==> src/logic/mips_ctrl_pkg.sv <==
`default_nettype none

package mips_ctrl_pkg;

	// ALU operation select
	// Codes kept close to the classic single-cycle table
	typedef enum logic [2:0] {
		ALU_AND = 3'b000,
		ALU_OR  = 3'b001,
		ALU_ADD = 3'b010, // Also address calc for LW and SW
		ALU_SUB = 3'b110, // Used for BEQ compare
		ALU_SLT = 3'b111  // Signed set-less-than
	} alu_op_t;

	// Coarse ALU class from the main decoder
	// The ALU decoder turns it into a real operation
	typedef enum logic [1:0] {
		CLS_ADD   = 2'b00, // LW, SW, ADDI
		CLS_SUB   = 2'b01, // BEQ
		CLS_FUNCT = 2'b10  // R-type, look at funct
	} alu_class_t;

endpackage

`default_nettype wire

==> src/logic/mips_isa_pkg.sv <==
`default_nettype none

package mips_isa_pkg;

	// Primary opcodes in bits 31:26
	localparam logic [5:0] OP_RTYPE = 6'b000000; // Operation picked by funct
	localparam logic [5:0] OP_LW    = 6'b100011;
	localparam logic [5:0] OP_SW    = 6'b101011;
	localparam logic [5:0] OP_BEQ   = 6'b000100;
	localparam logic [5:0] OP_ADDI  = 6'b001000;
	localparam logic [5:0] OP_J     = 6'b000010;

	// R-type funct codes
	localparam logic [5:0] FN_ADD = 6'b100000;
	localparam logic [5:0] FN_SUB = 6'b100010;
	localparam logic [5:0] FN_AND = 6'b100100;
	localparam logic [5:0] FN_OR  = 6'b100101;
	localparam logic [5:0] FN_SLT = 6'b101010; // Signed compare

	localparam logic [4:0] REG_V0 = 5'd2; // Return value register, shown on debug port

	// Bit positions inside the instruction word
	localparam int OP_HI  = 31;
	localparam int OP_LO  = 26;
	localparam int RS_HI  = 25; // First source
	localparam int RS_LO  = 21;
	localparam int RT_HI  = 20; // Second source or I-type destination
	localparam int RT_LO  = 16;
	localparam int RD_HI  = 15; // R-type destination
	localparam int RD_LO  = 11;
	localparam int FN_HI  = 5;
	localparam int FN_LO  = 0;
	localparam int IMM_HI = 15; // 16-bit immediate, also sign bit
	localparam int IMM_LO = 0;
	localparam int TGT_HI = 25; // 26-bit word index for J
	localparam int TGT_LO = 0;

endpackage

`default_nettype wire
==> src/logic/mips_cpu_harvard.sv <==
`timescale 1ns/1ns
`default_nettype none

module mips_cpu_harvard #(
	parameter logic [31:0] RESET_VECTOR = 32'h0000_0040
) (
	input  logic clk,
	input  logic reset,
	input  logic clk_enable,          // Low freezes the core
	output logic active,
	output logic [31:0] register_v0,

	output logic [31:0] instr_address, // Current PC
	input  logic [31:0] instr_readdata,  // Same-cycle fetch

	output logic [31:0] data_address,  // ALU result
	output logic data_write,
	output logic data_read,
	output logic [31:0] data_writedata,
	input  logic [31:0] data_readdata
);

	logic reg_write, reg_dst, alu_src, mem_to_reg;
	logic mem_write, mem_read;
	logic pc_src, jump, halt;
	logic zero, jump_target_zero;
	mips_ctrl_pkg::alu_op_t alu_op;

	mips_controller u_ctrl (
		.op               (instr_readdata[mips_isa_pkg::OP_HI:mips_isa_pkg::OP_LO]),
		.funct            (instr_readdata[mips_isa_pkg::FN_HI:mips_isa_pkg::FN_LO]),
		.zero             (zero),
		.jump_target_zero (jump_target_zero),
		.reg_write        (reg_write),
		.reg_dst          (reg_dst),
		.alu_src          (alu_src),
		.mem_to_reg       (mem_to_reg),
		.mem_write        (mem_write),
		.mem_read         (mem_read),
		.pc_src           (pc_src),
		.jump             (jump),
		.halt             (halt),
		.alu_op           (alu_op)
	);

	mips_datapath #(
		.RESET_VECTOR (RESET_VECTOR)
	) u_datapath (
		.clk              (clk),
		.reset            (reset),
		.clk_enable       (clk_enable),
		.instr            (instr_readdata),
		.reg_write        (reg_write),
		.reg_dst          (reg_dst),
		.alu_src          (alu_src),
		.mem_to_reg       (mem_to_reg),
		.pc_src           (pc_src),
		.jump             (jump),
		.halt             (halt),
		.alu_op           (alu_op),
		.read_data        (data_readdata),
		.pc               (instr_address),
		.alu_result       (data_address),
		.write_data       (data_writedata),
		.zero             (zero),
		.jump_target_zero (jump_target_zero),
		.v0               (register_v0),
		.active           (active)
	);

	// No memory traffic in reset or once halted
	assign data_write = mem_write & active & ~reset;
	assign data_read  = mem_read & active & ~reset;

endmodule

`default_nettype wire

==> src/logic/mips_datapath.sv <==
`timescale 1ns/1ns
`default_nettype none

module mips_datapath #(
	parameter logic [31:0] RESET_VECTOR = 32'h0000_0040
) (
	input  logic clk,
	input  logic reset,
	input  logic clk_enable,
	input  logic [31:0] instr,
	input  logic reg_write,
	input  logic reg_dst,
	input  logic alu_src,
	input  logic mem_to_reg,
	input  logic pc_src,
	input  logic jump,
	input  logic halt,
	input  mips_ctrl_pkg::alu_op_t alu_op,
	input  logic [31:0] read_data,
	output logic [31:0] pc,
	output logic [31:0] alu_result,
	output logic [31:0] write_data,
	output logic zero,
	output logic jump_target_zero,
	output logic [31:0] v0,
	output logic active
);

	logic retire; // Instruction completes on this edge
	logic [31:0] pc_plus4, pc_next;
	logic [31:0] branch_target, jump_target;
	logic [15:0] imm;
	logic [31:0] sign_imm;
	logic [4:0] rs, rt, rd, write_reg;
	logic [31:0] src_a, src_b;
	logic [31:0] result;

	// Instruction fields
	assign rs  = instr[mips_isa_pkg::RS_HI:mips_isa_pkg::RS_LO];
	assign rt  = instr[mips_isa_pkg::RT_HI:mips_isa_pkg::RT_LO];
	assign rd  = instr[mips_isa_pkg::RD_HI:mips_isa_pkg::RD_LO];
	assign imm = instr[mips_isa_pkg::IMM_HI:mips_isa_pkg::IMM_LO];
	assign sign_imm = {{16{imm[15]}}, imm};

	// Next PC candidates
	assign pc_plus4      = pc + 32'd4;
	assign branch_target = pc_plus4 + {sign_imm[29:0], 2'b00}; // Word offset from PC+4
	assign jump_target   = {pc_plus4[31:28],
		instr[mips_isa_pkg::TGT_HI:mips_isa_pkg::TGT_LO], 2'b00}; // Same 256 MB region
	assign jump_target_zero = (jump_target == 32'd0);

	always_comb begin
		if (jump) pc_next = jump_target;
		else if (pc_src) pc_next = branch_target;
		else pc_next = pc_plus4;
	end

	assign retire = clk_enable & active;

	// PC and run flag
	always_ff @(posedge clk or posedge reset) begin
		if (reset) begin
			pc     <= RESET_VECTOR;
			active <= 1'b1;
		end else if (retire) begin
			if (halt) active <= 1'b0; // PC stays on the J 0
			else pc <= pc_next;
		end
	end

	assign write_reg = reg_dst ? rd : rt;   // R-type uses rd
	assign result    = mem_to_reg ? read_data : alu_result;

	mips_regfile u_regfile (
		.clk   (clk),
		.reset (reset),
		.we    (reg_write & retire),
		.ra1   (rs),
		.ra2   (rt),
		.wa    (write_reg),
		.wd    (result),
		.rd1   (src_a),
		.rd2   (write_data), // rt also feeds the store data
		.v0    (v0)
	);

	assign src_b = alu_src ? sign_imm : write_data; // Immediate for I-type

	mips_alu u_alu (
		.a    (src_a),
		.b    (src_b),
		.op   (alu_op),
		.y    (alu_result),
		.zero (zero)
	);

endmodule

`default_nettype wire

==> src/logic/mips_alu.sv <==
`timescale 1ns/1ns
`default_nettype none

module mips_alu (
	input  logic [31:0] a,
	input  logic [31:0] b,
	input  mips_ctrl_pkg::alu_op_t op,
	output logic [31:0] y,
	output logic zero
);

	always_comb begin
		case (op)
			mips_ctrl_pkg::ALU_AND: y = a & b;
			mips_ctrl_pkg::ALU_OR:  y = a | b;
			mips_ctrl_pkg::ALU_ADD: y = a + b; // Overflow ignored
			mips_ctrl_pkg::ALU_SUB: y = a - b;
			mips_ctrl_pkg::ALU_SLT: begin
				// Two's complement compare
				y = ($signed(a) < $signed(b)) ? 32'd1 : 32'd0;
			end
			default: y = '0; // Unused encodings
		endcase
	end

	assign zero = (y == 32'd0); // Feeds BEQ decision

endmodule

`default_nettype wire

==> src/logic/mips_regfile.sv <==
`timescale 1ns/1ns
`default_nettype none

module mips_regfile (
	input  logic clk,
	input  logic reset,
	input  logic we,         // Already qualified by stall and active
	input  logic [4:0] ra1,
	input  logic [4:0] ra2,
	input  logic [4:0] wa,
	input  logic [31:0] wd,
	output logic [31:0] rd1,
	output logic [31:0] rd2,
	output logic [31:0] v0   // Debug view of $v0
);

	logic [31:0] rf [32];

	// Whole array cleared on reset
	always_ff @(posedge clk or posedge reset) begin
		if (reset) begin
			for (int i = 0; i < 32; i++) begin
				rf[i] <= '0;
			end
		end else if (we && (wa != 5'd0)) begin // $zero never written
			rf[wa] <= wd;
		end
	end

	// Two read ports, no bypass
	assign rd1 = rf[ra1];
	assign rd2 = rf[ra2];
	assign v0  = rf[mips_isa_pkg::REG_V0];

endmodule

`default_nettype wire

==> src/logic/mips_controller.sv <==
`timescale 1ns/1ns
`default_nettype none

module mips_controller (
	input  logic [5:0] op,
	input  logic [5:0] funct,
	input  logic zero,             // ALU result was zero
	input  logic jump_target_zero, // Computed J target is address 0
	output logic reg_write,
	output logic reg_dst,
	output logic alu_src,
	output logic mem_to_reg,
	output logic mem_write,
	output logic mem_read,
	output logic pc_src,
	output logic jump,
	output logic halt,
	output mips_ctrl_pkg::alu_op_t alu_op
);

	logic branch;
	mips_ctrl_pkg::alu_class_t alu_class; // Main decoder to ALU decoder

	mips_main_decoder u_main_dec (
		.op         (op),
		.reg_write  (reg_write),
		.reg_dst    (reg_dst),
		.alu_src    (alu_src),
		.branch     (branch),
		.mem_write  (mem_write),
		.mem_read   (mem_read),
		.mem_to_reg (mem_to_reg),
		.jump       (jump),
		.alu_class  (alu_class)
	);

	mips_alu_decoder u_alu_dec (
		.funct     (funct),
		.alu_class (alu_class),
		.alu_op    (alu_op)
	);

	assign pc_src = branch & zero; // BEQ taken
	assign halt   = jump & jump_target_zero; // J 0 stops the core

endmodule

`default_nettype wire

==> src/logic/mips_alu_decoder.sv <==
`timescale 1ns/1ns
`default_nettype none

module mips_alu_decoder (
	input  logic [5:0] funct,
	input  mips_ctrl_pkg::alu_class_t alu_class,
	output mips_ctrl_pkg::alu_op_t alu_op
);

	// Second level of decode
	always_comb begin
		case (alu_class)
			mips_ctrl_pkg::CLS_ADD: alu_op = mips_ctrl_pkg::ALU_ADD;
			mips_ctrl_pkg::CLS_SUB: alu_op = mips_ctrl_pkg::ALU_SUB;
			mips_ctrl_pkg::CLS_FUNCT: begin
				case (funct)
					mips_isa_pkg::FN_ADD: alu_op = mips_ctrl_pkg::ALU_ADD;
					mips_isa_pkg::FN_SUB: alu_op = mips_ctrl_pkg::ALU_SUB;
					mips_isa_pkg::FN_AND: alu_op = mips_ctrl_pkg::ALU_AND;
					mips_isa_pkg::FN_OR:  alu_op = mips_ctrl_pkg::ALU_OR;
					mips_isa_pkg::FN_SLT: alu_op = mips_ctrl_pkg::ALU_SLT;
					default:              alu_op = mips_ctrl_pkg::ALU_ADD; // Unsupported funct
				endcase
			end
			default: alu_op = mips_ctrl_pkg::ALU_ADD; // Class 2'b11 never issued
		endcase
	end

endmodule

`default_nettype wire

==> src/logic/mips_main_decoder.sv <==
`timescale 1ns/1ns
`default_nettype none

module mips_main_decoder (
	input  logic [5:0] op,
	output logic reg_write,
	output logic reg_dst,
	output logic alu_src,
	output logic branch,
	output logic mem_write,
	output logic mem_read,
	output logic mem_to_reg,
	output logic jump,
	output mips_ctrl_pkg::alu_class_t alu_class
);

	always_comb begin
		// Everything off unless the opcode says otherwise
		reg_write  = 1'b0;
		reg_dst    = 1'b0;
		alu_src    = 1'b0;
		branch     = 1'b0;
		mem_write  = 1'b0;
		mem_read   = 1'b0;
		mem_to_reg = 1'b0;
		jump       = 1'b0;
		alu_class  = mips_ctrl_pkg::CLS_ADD;
		case (op)
			mips_isa_pkg::OP_RTYPE: begin
				reg_write = 1'b1;
				reg_dst   = 1'b1; // Write rd
				alu_class = mips_ctrl_pkg::CLS_FUNCT;
			end
			mips_isa_pkg::OP_LW: begin
				reg_write  = 1'b1;
				alu_src    = 1'b1; // Base plus offset
				mem_read   = 1'b1;
				mem_to_reg = 1'b1; // Load result into rt
			end
			mips_isa_pkg::OP_SW: begin
				alu_src   = 1'b1;
				mem_write = 1'b1;
			end
			mips_isa_pkg::OP_BEQ: begin
				branch    = 1'b1;
				alu_class = mips_ctrl_pkg::CLS_SUB; // rs - rt, zero means equal
			end
			mips_isa_pkg::OP_ADDI: begin
				reg_write = 1'b1;
				alu_src   = 1'b1;
			end
			mips_isa_pkg::OP_J: jump = 1'b1;
			default: ; // Unknown opcode retires as a no-op
		endcase
	end

endmodule

`default_nettype wire

==> config.mk <==
export PLATFORM = sky130hd
export DESIGN_NAME = mips_cpu_harvard
export DESIGN_NICKNAME = d
export VERILOG_FILES = /design/src/logic/mips_ctrl_pkg.sv /design/src/logic/mips_isa_pkg.sv /design/src/logic/mips_cpu_harvard.sv /design/src/logic/mips_datapath.sv /design/src/logic/mips_alu.sv /design/src/logic/mips_regfile.sv /design/src/logic/mips_controller.sv /design/src/logic/mips_alu_decoder.sv /design/src/logic/mips_main_decoder.sv
export SDC_FILE = /design/constraint.sdc
export NUM_CORES = 2
export LEC_CHECK = 0
export ABC_AREA = 1
export BUFFER_PORTS_ARGS = -buffer_cell sky130_fd_sc_hd__buf_2
export CAP_MARGIN = 5
export CORE_MARGIN = 1.5
export CORE_UTILIZATION = 57
export DETAILED_ROUTE_END_ITERATION = 8
export GPL_ROUTABILITY_DRIVEN = 0
export GPL_TIMING_DRIVEN = 0
export PLACE_DENSITY = 0.81
export REMOVE_ABC_BUFFERS = 1
export SLEW_MARGIN = 30
export SYNTH_ARGS = -nofsm -noshare
export SYNTH_HDL_FRONTEND = slang
export SYNTH_SLANG_ARGS = --single-unit
==> constraint.sdc <==
create_clock -name clk -period 37.6 [get_ports clk]
set_input_delay 1.88 -clock clk [delete_from_list [all_inputs] [get_ports clk]]
set_output_delay 1.88 -clock clk [all_outputs]
set_load 0.01 [all_outputs]
==> out/qor.csv <==
metric,value,unit
TritonCTS Buffers,111,
drt first pass iters,9,
CTS root buffer,clkbuf_16,
die area,0.118,sq mm
post-layout instance count excluding filler cells,10780,
count of cell types in the netlist,55,
CP max stage delay,0.68,ns
clock insertion delay at the later pin of the skew report,0.74,ns
Peak Freq,0.0976,GHz
failing checks,design-rule violations,
final WL,250,mm
Tot Pwr,3.04,mW
hold_sp,u_datapath.u_regfile.rf[1019]$_DFFE_PP0P_,
dpl cells,10568,
Clock Skews,0.0338,ns
DR WL/cell,23.2,um
Die Y,344,um
io pins,198,
WP depth,26,
largest area contributor in the netlist,dfrtp_1,
DPL Wire Length,157,mm
Reg2Reg Capture Point,u_datapath.pc[7]$_DFFE_PP0P_,
synth top area cells,"dfrtp_1, o21ai_0, nand2_1, a21oi_1, inv_1",
DRC,15,
Rel. slew slack,0.285,
unrepaired setup endpoints after global routing,false,
fraction of registers with async set/reset,1.00,
Syn Area/Cell,6.93,sq um
Crit Path Category,in -> out,
via count,70440,
Hold Buf Count CTS,0,
post_cts resized,0,
hold_ws,0.380,ns
Post-synth EDFFs,0,
Hold Crit Class,reg -> reg,
"Period Utilization, post-route",0.273,
DR iter-0 viols,11651,
kind of end point of the critical path,output pin,
residual antenna-violating net count after detailed routing,0,
maximum vdd drop,45.5,uV
Top delay family on crit path,buffers and inverters,
leading cell type by number of instances after synthesis,nand2_1,
H-Tree Level Count,3,
NumNets Final,9367,
fraction of layout cells with a size suffix above 1,0.0682,
status,"finished, violations left",
CTS tree,yes,
post-layout util,0.638,
worst setup path start,instr_readdata[16],
CTS sink cnt,1055,
Max-Cap Viols,0,
fin crit period,10.25,ns
Initial Util,0.578,
# fillers,9736,
number of antenna violations at the first check in global routing,9,
GRT Util Overall,0.416,
CP max-delay cell,clkinv_4,
CTS max path bufs,3,
synthesized instance count,9570,
"Max FO, Critical Path",103,
Synth Register Bits,1055,
row cnt,124,
total gr overflow,0,
Final Hold Fails,0,
post-CTS setup buffers,0,
core area,0.115,sq mm
overall die width,344,um
Post-synth top cells,"nand2_1, o21ai_0, dfrtp_1",
Clock transition at path regs,0.06,ns
CP most frequent cell,nand2_1,
CP Data Required Time,35.72,ns
Leakage Power,33.3,nW
vias in the first global route,65496,
routed vias/inst,6.53,
Yosys warnings,0,
Critical Path Source Type,primary input,
Worst R2R Path Depth,30,
critical path arrival,8.37,ns
area delta synth->final,10.3,%
input/output buffers,195,
Max Transition Viols Final,0,
final setup fails,0,
register area share after synthesis,0.398,
CP bufs+invs,7,
Tightest Pin Transition,1.07,ns
first-pass GRT wire length,380,mm
pin count of the biggest net entering global routing,131,
crit path to,data_address[28],
Worst R2R Setup Slack,30.93,ns
share of Yosys cell area claimed by the top area cell type,0.397,
pwr/cell area,41.6,mW/mm^2
RR Startpoint,u_datapath.u_regfile.rf[64]$_DFFE_PP0P_,
Setup WS post-layout,27.35,ns
Main synth FF type,dfrtp_1,
pre-CTS setup slack,27.91,ns
Mapped Area,0.0664,sq mm
[where the power goes]
| part | switching (mW) | internal (mW) | leakage (nW) |
|---|---|---|---|
| clock | 0.490 | 0.671 | 1.86 |
| sequential | 0 | 1.14 | 14.6 |
| combinational | 0.547 | 0.199 | 16.8 |
| total | 1.04 | 2.01 | 33.3 |
[state kept, by name, indices dropped and copies added, names as in the netlist]
name	flops
u_datapath.active	1
u_datapath.u_regfile.v0	32
u_datapath.pc	30
u_datapath.u_regfile.rf	992
[metrics by stage]
stage          cell area (sq um)  TNS [ns]
6_report                   73200         0
5_1_grt                    73200         0
4_1_cts                    73200         0
3_5_place_dp               69400         0
3_3_place_gp               65900  -5502.59
2_1_floorplan              63000         0
[logic make-up after synthesis]
kind of cell / count (synthesis) / share of synthesized area
muxes: 16 / 0.00258
and+or+nand+nor: 3551 / 0.219
adders and majority gates: 131 / 0.0250
xor gates and xnor gates: 53 / 0.00700
AOI/OAI and AO/OA: 3086 / 0.249
other: 1 / 0.0000565
buffers and inverters: 1677 / 0.0988
DFF: 1055 / 0.398
[worst min path at each step]
| stage | endpoint | slack [ns] | cells after the start |
|---|---|---|---|
| floorplan | u_datapath.u_regfile.rf[1019]$_DFFE_PP0P_ | 0.35 | 0 |
| global placement | u_datapath.u_regfile.rf[1019]$_DFFE_PP0P_ | 0.36 | 0 |
| detailed placement | u_datapath.u_regfile.rf[1019]$_DFFE_PP0P_ | 0.37 | 0 |
| CTS | u_datapath.u_regfile.rf[1019]$_DFFE_PP0P_ | 0.38 | 0 |
| global route | u_datapath.u_regfile.rf[1020]$_DFFE_PP0P_ | 0.39 | 0 |
| finish | u_datapath.u_regfile.rf[1019]$_DFFE_PP0P_ | 0.38 | 0 |
[final cells by class]
class	count	area (sq um)	share of cell area
Antenna cell	6	15.0	0.000205
Clock buffer	166	3250	0.0443
Clock inverter	40	546	0.00745
Inverter	852	3300	0.0450
Multi-Input combinational cell	6839	33900	0.463
Sequential cell	1055	26400	0.361
Tap cell	1512	1890	0.0258
Timing Repair Buffer	310	3890	0.0532
[layout by cell type, fill, tap and decap left out, drive strengths merged, types with 6 or more instances in the layout]
master	count
nand2	2259
o21ai	2008
dfrtp	1053
inv	851
a21oi	640
nor2	590
nand3	527
buf	310
o211ai	266
clkbuf	166
ha	128
nand4	92
o22ai	58
nor3	50
o221ai	42
xor2	33
clkinv	26
a31oi	21
xnor2	20
o21bai	12
nand3b	11
bufinv	11
and2	9
mux2	9
a221oi	8
mux2i	7
a211oi	7
diode	6
nor4	6
o311ai	6
[metal layers]
layer | vias to the layer above | wire [um] | share of wire | GRT usage
li1 | 31007 | - | - | -
met1 | 32379 | 87700 | 0.35 | 0.525
met2 | 5725 | 102000 | 0.41 | 0.590
met3 | 1325 | 40500 | 0.16 | 0.152
met4 | 4 | 20300 | 0.081 | 0.291
met5 | - | 22 | 0.000088 | 0
No activity file was read; power rests on OpenSTA's default activity.
